===== src/hdl/isa_pkg.sv =====
package isa_pkg;

  localparam logic [6:0] SYSTEM_OPCODE = 7'b1110011;

  // fixed system encodings
  localparam logic [31:0] MRET_IDATA  = 32'h3020_0073;
  localparam logic [31:0] WFI_IDATA   = 32'h1050_0073;
  localparam logic [31:0] WFE_IDATA   = 32'h8C00_0073;
  localparam logic [31:0] URET_IDATA  = 32'h0020_0073;
  localparam logic [31:0] ECALL_IDATA = 32'h0000_0073;

  // custom system space, wfe lives inside custom0
  localparam logic [31:0] CUSTOM0_IDATA = 32'h8C00_0073;
  localparam logic [31:0] CUSTOM1_IDATA = 32'hCC00_0073;
  localparam logic [31:0] CUSTOM_IMASK  = 32'hFC00_707F;

  localparam int CAUSE_W = 6;

  localparam logic [CAUSE_W-1:0] EXC_CAUSE_INSTR_FAULT           = 6'd1;
  localparam logic [CAUSE_W-1:0] EXC_CAUSE_ILLEGAL_INSN          = 6'd2;
  localparam logic [CAUSE_W-1:0] EXC_CAUSE_ECALL_UMODE           = 6'd8;
  localparam logic [CAUSE_W-1:0] EXC_CAUSE_INSTR_BUS_FAULT       = 6'd24;
  localparam logic [CAUSE_W-1:0] EXC_CAUSE_INSTR_INTEGRITY_FAULT = 6'd25;

  typedef struct packed {
    logic [6:0] funct7;
    logic [4:0] rs2;
    logic [4:0] rs1;
    logic [2:0] funct3;
    logic [4:0] rd;
    logic [6:0] opcode;
  } sys_fields_t;

  // csr address split into rw, priv and index
  typedef struct packed {
    logic [1:0] csr_rw;
    logic [1:0] csr_priv;
    logic [7:0] csr_index;
    logic [4:0] rs1;
    logic [2:0] funct3;
    logic [4:0] rd;
    logic [6:0] opcode;
  } csr_fields_t;

  typedef union packed {
    sys_fields_t sys;
    csr_fields_t csr;
  } sys_insn_t;

endpackage


===== src/hdl/priv_pkg.sv =====
package priv_pkg;

  localparam int XLEN   = 32;
  localparam int MODE_W = 2;

  // only M and U exist
  localparam logic [MODE_W-1:0] MODE_U = 2'b00;
  localparam logic [MODE_W-1:0] MODE_M = 2'b11;

  // mstatus field positions
  localparam int MPP_POS  = 11;
  localparam int MPP_LEN  = 2;
  localparam int SPP_POS  = 8;
  localparam int MPRV_POS = 17;
  localparam int TW_POS   = 21;
  localparam int XS_POS   = 15;
  localparam int XS_LEN   = 2;
  localparam int FS_POS   = 13;
  localparam int FS_LEN   = 2;
  localparam int SD_POS   = 31;

  // user counters, cycle up to hpmcounter30
  localparam logic [11:0] CSRADDR_HPM0 = 12'hC00;
  localparam int          HPM_COUNT    = 31;

  localparam logic [11:0] CSRADDR_MEDELEG = 12'h302;
  localparam logic [11:0] CSRADDR_MIDELEG = 12'h303;

  // N extension, not implemented
  localparam logic [11:0] CSRADDR_USTATUS  = 12'h000;
  localparam logic [11:0] CSRADDR_UIE      = 12'h004;
  localparam logic [11:0] CSRADDR_UTVEC    = 12'h005;
  localparam logic [11:0] CSRADDR_USCRATCH = 12'h040;
  localparam logic [11:0] CSRADDR_UEPC     = 12'h041;
  localparam logic [11:0] CSRADDR_UCAUSE   = 12'h042;
  localparam logic [11:0] CSRADDR_UTVAL    = 12'h043;
  localparam logic [11:0] CSRADDR_UIP      = 12'h044;

  // report bits
  localparam int FLAGS_W            = 8;
  localparam int FLAG_BAD_MODE      = 0;
  localparam int FLAG_RESET_MODE    = 1;
  localparam int FLAG_TRAP_TARGET   = 2;
  localparam int FLAG_MRET_TARGET   = 3;
  localparam int FLAG_MSTATUS_FIELD = 4;
  localparam int FLAG_MRET_WRITE    = 5;
  localparam int FLAG_NOT_ILLEGAL   = 6;
  localparam int FLAG_ECALL_CAUSE   = 7;

endpackage

===== src/hdl/umode_monitor.sv =====
module umode_monitor (
  input  logic                         clk_i,
  input  logic                         reset,
  input  logic                         retire_valid,
  input  logic [priv_pkg::MODE_W-1:0]  retire_mode,
  input  logic [priv_pkg::XLEN-1:0]    retire_insn,
  input  logic                         trap_exception,
  input  logic [isa_pkg::CAUSE_W-1:0]  trap_cause,
  input  logic [priv_pkg::XLEN-1:0]    mstatus_rdata,
  input  logic [priv_pkg::XLEN-1:0]    mstatus_wdata,
  input  logic [priv_pkg::XLEN-1:0]    mstatus_wmask,
  input  logic [priv_pkg::XLEN-1:0]    mcounteren_rdata,
  output logic                         report_valid,
  output logic [priv_pkg::FLAGS_W-1:0] report_flags
);

  logic                        is_mret;
  logic                        is_wfi;
  logic                        is_uret;
  logic                        is_custom;
  logic                        is_ecall;
  logic                        is_csr;
  logic                        csr_above_user;
  logic                        is_counter_csr;
  logic                        counter_disabled;
  logic                        is_deleg_csr;
  logic                        is_next_csr;
  logic [priv_pkg::MODE_W-1:0] mpp_pre;
  logic                        mstatus_bad;
  logic                        mret_write_bad;
  logic                        not_illegal;
  logic                        ecall_bad;

  insn_decoder decoder0 (
    .retire_valid(retire_valid), .retire_insn(retire_insn), .retire_mode(retire_mode),
    .mcounteren_rdata(mcounteren_rdata), .is_mret(is_mret), .is_wfi(is_wfi),
    .is_uret(is_uret), .is_custom(is_custom), .is_ecall(is_ecall), .is_csr(is_csr),
    .csr_above_user(csr_above_user), .is_counter_csr(is_counter_csr),
    .counter_disabled(counter_disabled), .is_deleg_csr(is_deleg_csr),
    .is_next_csr(is_next_csr)
  );

  mstatus_checker mstatus0 (
    .retire_mode(retire_mode), .mstatus_rdata(mstatus_rdata),
    .mstatus_wdata(mstatus_wdata), .mstatus_wmask(mstatus_wmask), .is_mret(is_mret),
    .trap_exception(trap_exception), .mpp_pre(mpp_pre), .mstatus_bad(mstatus_bad),
    .mret_write_bad(mret_write_bad)
  );

  legality_checker legality0 (
    .retire_mode(retire_mode), .trap_exception(trap_exception), .trap_cause(trap_cause),
    .mstatus_rdata(mstatus_rdata), .is_mret(is_mret), .is_wfi(is_wfi), .is_uret(is_uret),
    .is_custom(is_custom), .is_ecall(is_ecall), .is_csr(is_csr),
    .csr_above_user(csr_above_user), .is_counter_csr(is_counter_csr),
    .counter_disabled(counter_disabled), .is_deleg_csr(is_deleg_csr),
    .is_next_csr(is_next_csr), .not_illegal(not_illegal), .ecall_bad(ecall_bad)
  );

  retire_ctrl ctrl0 (
    .clk_i(clk_i), .reset(reset), .retire_valid(retire_valid), .retire_mode(retire_mode),
    .trap_exception(trap_exception), .is_mret(is_mret), .mpp_pre(mpp_pre),
    .mstatus_bad(mstatus_bad), .mret_write_bad(mret_write_bad),
    .not_illegal(not_illegal), .ecall_bad(ecall_bad), .report_valid(report_valid),
    .report_flags(report_flags)
  );

endmodule


===== src/hdl/retire_ctrl.sv =====
module retire_ctrl (
  input  logic                         clk_i,
  input  logic                         reset,
  input  logic                         retire_valid,
  input  logic [priv_pkg::MODE_W-1:0]  retire_mode,
  input  logic                         trap_exception,
  input  logic                         is_mret,
  input  logic [priv_pkg::MODE_W-1:0]  mpp_pre,
  input  logic                         mstatus_bad,
  input  logic                         mret_write_bad,
  input  logic                         not_illegal,
  input  logic                         ecall_bad,
  output logic                         report_valid,
  output logic [priv_pkg::FLAGS_W-1:0] report_flags
);

  logic                         first_pending;
  logic                         trap_pending;
  logic                         mret_pending;
  logic [priv_pkg::MODE_W-1:0]  exp_mode;
  logic                         mret_taken;
  logic [priv_pkg::FLAGS_W-1:0] flags;

  // legal mret from M sets up a mode expectation
  assign mret_taken = is_mret && !trap_exception && (retire_mode == priv_pkg::MODE_M);

  always_comb begin
    flags = '0;
    flags[priv_pkg::FLAG_BAD_MODE] = (retire_mode != priv_pkg::MODE_M) &&
                                     (retire_mode != priv_pkg::MODE_U);
    flags[priv_pkg::FLAG_RESET_MODE]    = first_pending && (retire_mode != priv_pkg::MODE_M);
    flags[priv_pkg::FLAG_TRAP_TARGET]   = trap_pending && (retire_mode != priv_pkg::MODE_M);
    flags[priv_pkg::FLAG_MRET_TARGET]   = mret_pending && (retire_mode != exp_mode);
    flags[priv_pkg::FLAG_MSTATUS_FIELD] = mstatus_bad;
    flags[priv_pkg::FLAG_MRET_WRITE]    = mret_write_bad;
    flags[priv_pkg::FLAG_NOT_ILLEGAL]   = not_illegal;
    flags[priv_pkg::FLAG_ECALL_CAUSE]   = ecall_bad;
  end

  always_ff @(posedge clk_i) begin
    if (reset) begin
      report_valid  <= 1'b0;
      report_flags  <= '0;
      first_pending <= 1'b1;
      trap_pending  <= 1'b0;
      mret_pending  <= 1'b0;
    end else begin
      report_valid <= retire_valid;
      // idle cycles keep the expectations
      if (retire_valid) begin
        report_flags  <= flags;
        first_pending <= 1'b0;
        trap_pending  <= trap_exception;
        mret_pending  <= mret_taken;
      end
    end
  end

  always_ff @(posedge clk_i) begin
    if (retire_valid && mret_taken) begin
      exp_mode <= mpp_pre;
    end
  end

endmodule


===== src/hdl/legality_checker.sv =====
module legality_checker (
  input  logic [priv_pkg::MODE_W-1:0] retire_mode,
  input  logic                        trap_exception,
  input  logic [isa_pkg::CAUSE_W-1:0] trap_cause,
  input  logic [priv_pkg::XLEN-1:0]   mstatus_rdata,
  input  logic                        is_mret,
  input  logic                        is_wfi,
  input  logic                        is_uret,
  input  logic                        is_custom,
  input  logic                        is_ecall,
  input  logic                        is_csr,
  input  logic                        csr_above_user,
  input  logic                        is_counter_csr,
  input  logic                        counter_disabled,
  input  logic                        is_deleg_csr,
  input  logic                        is_next_csr,
  output logic                        not_illegal,
  output logic                        ecall_bad
);

  logic in_u;
  logic higher_cause;
  logic illegal_raised;
  logic ecall_cause_ok;
  logic must_be_illegal;

  assign in_u = (retire_mode == priv_pkg::MODE_U);

  // fetch side faults outrank illegal-instruction
  assign higher_cause = (trap_cause == isa_pkg::EXC_CAUSE_INSTR_FAULT) ||
                        (trap_cause == isa_pkg::EXC_CAUSE_INSTR_BUS_FAULT) ||
                        (trap_cause == isa_pkg::EXC_CAUSE_INSTR_INTEGRITY_FAULT);

  assign illegal_raised = trap_exception &&
                          ((trap_cause == isa_pkg::EXC_CAUSE_ILLEGAL_INSN) || higher_cause);

  assign must_be_illegal = (is_mret && in_u) ||
                           (is_wfi && in_u && mstatus_rdata[priv_pkg::TW_POS]) ||
                           is_uret ||
                           is_custom ||
                           (is_csr && in_u && csr_above_user) ||
                           (is_counter_csr && counter_disabled) ||
                           is_deleg_csr ||
                           is_next_csr;

  assign not_illegal = must_be_illegal && !illegal_raised;

  // ecall cause or anything of higher priority
  assign ecall_cause_ok = (trap_cause == isa_pkg::EXC_CAUSE_ECALL_UMODE) ||
                          (trap_cause == isa_pkg::EXC_CAUSE_ILLEGAL_INSN) ||
                          higher_cause;

  assign ecall_bad = is_ecall && in_u && (!trap_exception || !ecall_cause_ok);

endmodule


===== src/hdl/mstatus_checker.sv =====
module mstatus_checker (
  input  logic [priv_pkg::MODE_W-1:0] retire_mode,
  input  logic [priv_pkg::XLEN-1:0]   mstatus_rdata,
  input  logic [priv_pkg::XLEN-1:0]   mstatus_wdata,
  input  logic [priv_pkg::XLEN-1:0]   mstatus_wmask,
  input  logic                        is_mret,
  input  logic                        trap_exception,
  output logic [priv_pkg::MODE_W-1:0] mpp_pre,
  output logic                        mstatus_bad,
  output logic                        mret_write_bad
);

  logic [priv_pkg::XLEN-1:0]   post;
  logic [priv_pkg::MODE_W-1:0] mpp_post;
  logic                        mpp_bad;
  logic                        ext_bad;
  logic                        mprv_in_u;

  // value left in mstatus after the retirement
  assign post = (mstatus_wdata & mstatus_wmask) | (mstatus_rdata & ~mstatus_wmask);

  assign mpp_pre  = mstatus_rdata[priv_pkg::MPP_POS +: priv_pkg::MPP_LEN];
  assign mpp_post = post[priv_pkg::MPP_POS +: priv_pkg::MPP_LEN];

  assign mpp_bad = (mpp_post != priv_pkg::MODE_M) && (mpp_post != priv_pkg::MODE_U);

  // no F, no custom extension state
  assign ext_bad = (|mstatus_rdata[priv_pkg::XS_POS +: priv_pkg::XS_LEN]) ||
                   (|mstatus_rdata[priv_pkg::FS_POS +: priv_pkg::FS_LEN]) ||
                   mstatus_rdata[priv_pkg::SD_POS];

  assign mprv_in_u = (retire_mode == priv_pkg::MODE_U) && mstatus_rdata[priv_pkg::MPRV_POS];

  assign mstatus_bad = mpp_bad || mstatus_rdata[priv_pkg::SPP_POS] || ext_bad || mprv_in_u;

  // mret drops mpp to U and clears mprv on return to U
  assign mret_write_bad = is_mret && !trap_exception &&
                          ((mpp_post != priv_pkg::MODE_U) ||
                           ((mpp_pre == priv_pkg::MODE_U) && post[priv_pkg::MPRV_POS]));

endmodule


===== src/hdl/insn_decoder.sv =====
module insn_decoder (
  input  logic                          retire_valid,
  input  isa_pkg::sys_insn_t            retire_insn,
  input  logic [priv_pkg::MODE_W-1:0]   retire_mode,
  input  logic [priv_pkg::XLEN-1:0]     mcounteren_rdata,
  output logic                          is_mret,
  output logic                          is_wfi,
  output logic                          is_uret,
  output logic                          is_custom,
  output logic                          is_ecall,
  output logic                          is_csr,
  output logic                          csr_above_user,
  output logic                          is_counter_csr,
  output logic                          counter_disabled,
  output logic                          is_deleg_csr,
  output logic                          is_next_csr
);

  logic        system_op;
  logic        priv_form;
  logic [11:0] funct12;
  logic [31:0] insn_word;
  logic [11:0] csr_addr;
  logic [11:0] counter_off;

  assign insn_word = retire_insn;
  assign system_op = retire_valid && (retire_insn.sys.opcode == isa_pkg::SYSTEM_OPCODE);

  // mret, wfi, uret and ecall have rs1, funct3 and rd all zero
  assign priv_form = system_op && (retire_insn.sys.funct3 == 3'd0) &&
                     (retire_insn.sys.rs1 == 5'd0) && (retire_insn.sys.rd == 5'd0);
  assign funct12   = {retire_insn.sys.funct7, retire_insn.sys.rs2};

  assign is_mret  = priv_form && (funct12 == isa_pkg::MRET_IDATA[31:20]);
  assign is_wfi   = priv_form && (funct12 == isa_pkg::WFI_IDATA[31:20]);
  assign is_uret  = priv_form && (funct12 == isa_pkg::URET_IDATA[31:20]);
  assign is_ecall = priv_form && (funct12 == isa_pkg::ECALL_IDATA[31:20]);

  assign is_custom = system_op && (insn_word != isa_pkg::WFE_IDATA) &&
                     (((insn_word & isa_pkg::CUSTOM_IMASK) == isa_pkg::CUSTOM0_IDATA) ||
                      ((insn_word & isa_pkg::CUSTOM_IMASK) == isa_pkg::CUSTOM1_IDATA));

  assign is_csr = system_op && (retire_insn.csr.funct3 != 3'd0) &&
                  (retire_insn.csr.funct3 != 3'd4);

  assign csr_addr = {retire_insn.csr.csr_rw, retire_insn.csr.csr_priv,
                     retire_insn.csr.csr_index};
  assign csr_above_user = is_csr && (retire_insn.csr.csr_priv != priv_pkg::MODE_U);

  // wraps below HPM0, so one compare covers the range
  assign counter_off    = csr_addr - priv_pkg::CSRADDR_HPM0;
  assign is_counter_csr = is_csr && (counter_off < priv_pkg::HPM_COUNT);
  // mcounteren only gates access from U
  assign counter_disabled = is_counter_csr && (retire_mode == priv_pkg::MODE_U) &&
                            !mcounteren_rdata[counter_off[4:0]];

  assign is_deleg_csr = is_csr && ((csr_addr == priv_pkg::CSRADDR_MEDELEG) ||
                                   (csr_addr == priv_pkg::CSRADDR_MIDELEG));

  assign is_next_csr = is_csr && (csr_addr inside {
    priv_pkg::CSRADDR_USTATUS, priv_pkg::CSRADDR_UIE, priv_pkg::CSRADDR_UTVEC,
    priv_pkg::CSRADDR_USCRATCH, priv_pkg::CSRADDR_UEPC, priv_pkg::CSRADDR_UCAUSE,
    priv_pkg::CSRADDR_UTVAL, priv_pkg::CSRADDR_UIP});

endmodule


===== config.mk =====
export PLATFORM = sky130hd
export DESIGN_NAME = umode_monitor
export DESIGN_NICKNAME = d
export VERILOG_FILES = /design/src/hdl/isa_pkg.sv /design/src/hdl/priv_pkg.sv /design/src/hdl/umode_monitor.sv /design/src/hdl/retire_ctrl.sv /design/src/hdl/legality_checker.sv /design/src/hdl/mstatus_checker.sv /design/src/hdl/insn_decoder.sv
export SDC_FILE = /design/constraint.sdc
export NUM_CORES = 1
export LEC_CHECK = 0
export BUFFER_PORTS_ARGS = -buffer_cell sky130_fd_sc_hd__buf_2
export CELL_PAD_IN_SITES_DETAIL_PLACEMENT = 1
export CELL_PAD_IN_SITES_GLOBAL_PLACEMENT = 2
export CORE_UTILIZATION = 13
export CTS_BUF_LIST = sky130_fd_sc_hd__clkbuf_4 sky130_fd_sc_hd__clkbuf_8 sky130_fd_sc_hd__clkbuf_16
export CTS_CLUSTER_DIAMETER = 50
export CTS_CLUSTER_SIZE = 40
export DETAILED_ROUTE_END_ITERATION = 10
export GPL_TIMING_DRIVEN = 0
export PLACE_DENSITY = 0.88
export SLEW_MARGIN = 0
export SYNTH_ARGS = -nofsm -noshare
export SYNTH_HDL_FRONTEND = slang
export SYNTH_SLANG_ARGS = --single-unit

===== constraint.sdc =====
create_clock -name clk_i -period 2.4 [get_ports clk_i]
set_clock_uncertainty 0.15 [all_clocks]
set_input_delay 0.24 -clock clk_i [delete_from_list [all_inputs] [get_ports clk_i]]
set_output_delay 0.24 -clock clk_i [all_outputs]
set_load 0.01 [all_outputs]

# After elaboration in Yosys (flattened, before gate mapping)
# Index checks and enable logic that the tools add are counted.
# classes
add_sub_neg	1
magnitude_cmp	2
eq_ne	25
mux	2
bitwise	4
n_reduce_logical	77
# ops
cell	n
$eq A12 B7 Y1 const B	5
$logic_and A1 B1 Y1	39
$and A18 B18 Y18	2
$eq A16 B16 Y1 const B	2
$ne A32 B32 Y1 const B	1
$eq A12 B10 Y1 const B	2
$eq A12 B3 Y1 const B	2
$logic_or A1 B1 Y1	21
$not A18 Y18	1
$or A18 B18 Y18	1
$eq A12 B2 Y1 const B	1
$eq A12 B9 Y1 const B	1
$eq A6 B5 Y1 const B	2
$logic_not A12 Y1	1
$lt A12 B5 Y1 const B	1
$sub A12 B12 Y12 const B	1
$logic_not A5 Y1	2
$reduce_bool A8 Y1	1
$eq A7 B7 Y1 const B	1
$eq A6 B1 Y1 const B	1
$eq A6 B2 Y1 const B	1
$eq A6 B4 Y1 const B	1
$lt A5 B6 Y1 const B	1
$reduce_bool A2 Y1	3
other kinds (11)	17
# totals
reg_bits	14
input_bits	172
output_inout_bits	9
word_cells	117

# Depth between registers and ports, before layout
# logic_depth
depth_word	16
ltp_mapped	8
depth_no_buf	7

# Hierarchy
# From an unflattened synthesis, not the netlist that was laid out.
# hier_totals
hier_cells	146
area_unflattened_um2	1316.3
# modules_own_cells
mod	n_inst	cells_per_inst	area_each_um2
insn_decoder	1	69	578.1
retire_ctrl	1	46	513.0
legality_checker	1	18	121.4
mstatus_checker	1	13	103.8

# Worst setup path before layout
# Ideal clock, no wire load.
# synth_path
kind	input to register
from	input port retire_insn[25] (netlist name)
to	register ctrl0.exp_mode[0] (netlist name) (enable)
t_arrival_ns	1.652
path_slack_ns	0.303
cell_stages	5
path_buffers	0
cell_sequence	or4_4 -> or4_4 -> nor4_2 -> nand2_1 -> inv_1
# synth_via
elab_chain_len	5
# synth_rtl
element	line	text
start: declaration	umode_monitor.sv:6	input logic [priv_pkg::XLEN-1:0] retire_insn,
$eq A12 B10 Y1	insn_decoder.sv:34	assign is_mret = priv_form && (funct12 == isa_pkg::MRET_IDATA[31:20]);
$logic_and A1 B1 Y1	insn_decoder.sv:34	
$logic_and A1 B1 Y1 (2 in a row)	retire_ctrl.sv:25	assign mret_taken = is_mret && !trap_exception && (retire_mode == priv_pkg::MODE_M);
$logic_and A1 B1 Y1	retire_ctrl.sv:60	if (retire_valid && mret_taken) begin
end signal: assignment	retire_ctrl.sv:61	exp_mode <= mpp_pre;
end: declaration	retire_ctrl.sv:20	logic [priv_pkg::MODE_W-1:0] exp_mode;
# Every way passes these cells.
# A chain may end at the register's enable or synchronous reset.

# Worst setup path after layout
# layout_path
from	input port retire_insn[2] (netlist name)
to	register ctrl0.exp_mode[0] (netlist name) (enable)
# layout_via
elab_chain_len	9
# layout_rtl
element	line	text
$eq A7 B7 Y1	insn_decoder.sv:27	assign system_op = retire_valid && (retire_insn.sys.opcode == isa_pkg::SYSTEM_OPCODE);
$logic_and A1 B1 Y1	insn_decoder.sv:27	
$logic_and A1 B1 Y1 (2 in a row)	insn_decoder.sv:30	assign priv_form = system_op && (retire_insn.sys.funct3 == 3'd0) &&
$logic_and A1 B1 Y1	insn_decoder.sv:31	(retire_insn.sys.rs1 == 5'd0) && (retire_insn.sys.rd == 5'd0);
$logic_and A1 B1 Y1	insn_decoder.sv:34	
$logic_and A1 B1 Y1 (2 in a row)	retire_ctrl.sv:25	
$logic_and A1 B1 Y1	retire_ctrl.sv:60	
# Every way passes these cells.

==> impl_metrics.ini <==
[outcome]
outcome = finished, final reports clean

[global_routing]
grt_antenna_before_repair = 1
grt_start_max_net_pins = 11
track_usage_pct = 10.20
grt_pass1_wl_um = 8017
grt_overflow = 0
first_global_vias = 1628

[clock_network]
post_cts.repair.setup_buffers = 0
numCtsBuffers = 3
clk_pin_slew_ns = 0.06
clkSinkCount = 14
ctsHoldBuffers = 0
cts_tree = built
insertion_delay_ns = 0.24
cts_resized = 0
cts_buffer_depth = 2
clockRootBuffer = clkbuf_8
cts.htree.levels = 1

[timing]
worst_slew_pin_slew_ns = 0.5233
worst_slew_margin_rel_pct = 65.11
timing.fmax_ghz = 0.4657
rsz0062_at_grt = no
setup_viol = 0
final-max-slew-violation-count = 0
fin_setup_tns_ns = 0
hold_violations = 0
period_share_pct = 89.48
period_minus_slack_ns = 2.147

[synth]
yosysUniqueCellTypes = 44
async_reset_ff_share_pct = 0
yosys.area.top_type_share_pct = 19.32
syn_area_um2 = 1244
synth_top_cells_by_count = nor2_1 (17), nand2_1 (13), dfxtp_1 (12)
synth_most_common_cell = nor2_1
synth.area.top_cells = dfxtp_1 (19%), mux4_2 (13%), mux2i_1 (5.6%)
yosysTopAreaCell = dfxtp_1
synth-seq-area-share_pct = 24.14
synth_fp_nets = 315
ys_seq_elements = 14
syn_area_per_cell_um2 = 8.884
synth_warnings = 0
synth_edf_count = 2
syn_inst = 140
synth-main-ff-cell = dfxtp_1

[worst_hold_path]
hp-class = in -> reg

[placed_design]
routabilityCongestion = 0.7939
hpwl_um = 4284
port_buffers = 98

[detailed_routing]
ant_nets = 0
post-route-drc-count = 0
vias_per_cell = 4.102
route.vias.total = 1522
dr.pass1.iters = 3
wire_per_inst_um = 13.40
wl_um = 4972
drt_iter0_drc = 60

[worst_setup_path]
crit_path_end_kind = flip-flop
critical_path.max_fanout = 3
required_ns = 2.21
path_class = in -> reg
crit_path_start_kind = primary input
critical_path_arrival_ns = 1.96

[floorplanning]
io-pin-count = 181
core_um2 = 9240
die_h_um = 99.81
std_cell_rows = 35
dieWidth_um = 99.81
die_area_um2 = 9962
start_util_pct = 13.46

[finish]
antennaDiodeCount = 0
final_net_count = 418
drive_above_1_share_pct = 50.00
syn2layout_area_growth_pct = 56.84
utilization_pct = 21.11

[run]
cap_violations = 0

[pwr]
p_per_area_nw_per_um2 = 348.5
p_leak_nw = 0.8559
ir_drop_v = 0.0001065
==> cell type report <==
| class | count | area, um^2 |
|---|---|---|
| Sequential cell | 14 | 300.3 |
| Buffer | 7 | 30.03 |
| Tap cell | 129 | 161.4 |
| Inverter | 5 | 18.77 |
| Fill cell | 1134 | 7289 |
| Timing Repair Buffer | 98 | 490.5 |
| Clock buffer | 4 | 55.05 |
| Multi-Input combinational cell | 114 | 894.6 |
==> metrics by stage <==
step	cell area, um^2	hold slack [ns]	total power, mW	worst slack (ns)	instances
final	1951	0.04090	0.6799	0.2526	371
after global routing	1951	0.04105	0.7235	0.1423	371
after detailed placement	1896	0.2962	0.4583	-0.03244	367
after global placement	1896	0.2894	0.4523	-0.02227	367
after floorplan	1244	0.1621	0.3434	0.3031	140
after CTS	1951	0.03459	0.6903	0.2285	371
==> cell usage in the layout, fill, tap and decap left out, types with 2 or more instances in the layout <==
master / synthesis / final
edfxtp_1: 2 / 2
mux4_2: 7 / 7
nor2_1: 17 / 17
nor4_4: 2 / 2
nand4b_1: 3 / 3
buf_2: 3 / 101
a21o_1: 2 / 2
or4_4: 2 / 2
inv_1: 4 / 4
a31oi_1: 3 / 3
o21ai_0: 3 / 3
clkbuf_1: 4 / 4
a21oi_1: 7 / 7
mux2i_1: 7 / 7
nand4_1: 5 / 5
nand3_1: 4 / 4
dfxtp_1: 12 / 12
nor3_1: 4 / 4
nand3b_1: 4 / 4
clkbuf_8: 0 / 4
nor4_1: 6 / 6
nand2_1: 13 / 13
xor2_1: 2 / 2
ha_1: 3 / 3
==> layer usage <==
layer | up-vias | GRT usage [%] | wire (um)
met1 | 716 | 12.63 | 2193
met5 | - | 0 | 13
met4 | 2 | 2.828 | 46
met3 | 6 | 2.228 | 296
met2 | 47 | 17.77 | 2422
li1 | 751 | - | -
==> path summary, 6_finish.rpt <==
kind	from	to	slack [ns]	depth (start not counted)
worst max-delay path	retire_insn[2]	ctrl0.exp_mode[0]	0.25	7
worst min-delay path	reset	ctrl0.report_flags[4]	0.04	2
worst max register to register	ctrl0.report_flags[6]	ctrl0.report_flags[6]	1.11	3
worst min register to register	ctrl0.report_flags[7]	ctrl0.report_flags[7]	0.31	2
==> flip-flops by register name (all words and copies together), names as in the netlist <==
name                 flops
ctrl0.first_pending      1
ctrl0.mret_pending       1
ctrl0.trap_pending       1
ctrl0.report_flags       8
ctrl0.exp_mode           2
ctrl0.report_valid       1
==> critical path: stages <==
cell and delay (ns):
buf_2 0.09, and4bb_2 0.34, nand4_1 0.15, or4_4 0.57, nor4_2 0.33, nand2_1 0.13, inv_1 0.10
==> kinds of logic (layout without fill, tap and decap cells) <==
logic type / after synthesis / in the layout / synth area share (%)
compound gates: 28 / 28 / 16.30
simple gates: 66 / 66 / 31.99
xor+xnor: 2 / 2 / 1.409
mux: 15 / 15 / 19.22
fa+ha+maj: 3 / 3 / 3.018
buf+inv: 12 / 114 / 3.922
flops: 14 / 14 / 24.15
==> power by group <==
part / internal (mW) / switching, mW
Sequential: 0.245 / 0.00323
Clock: 0.145 / 0.0833
Combinational: 0.107 / 0.0967
Total: 0.497 / 0.183
Note: power is estimated with default switching activity, not from simulation.
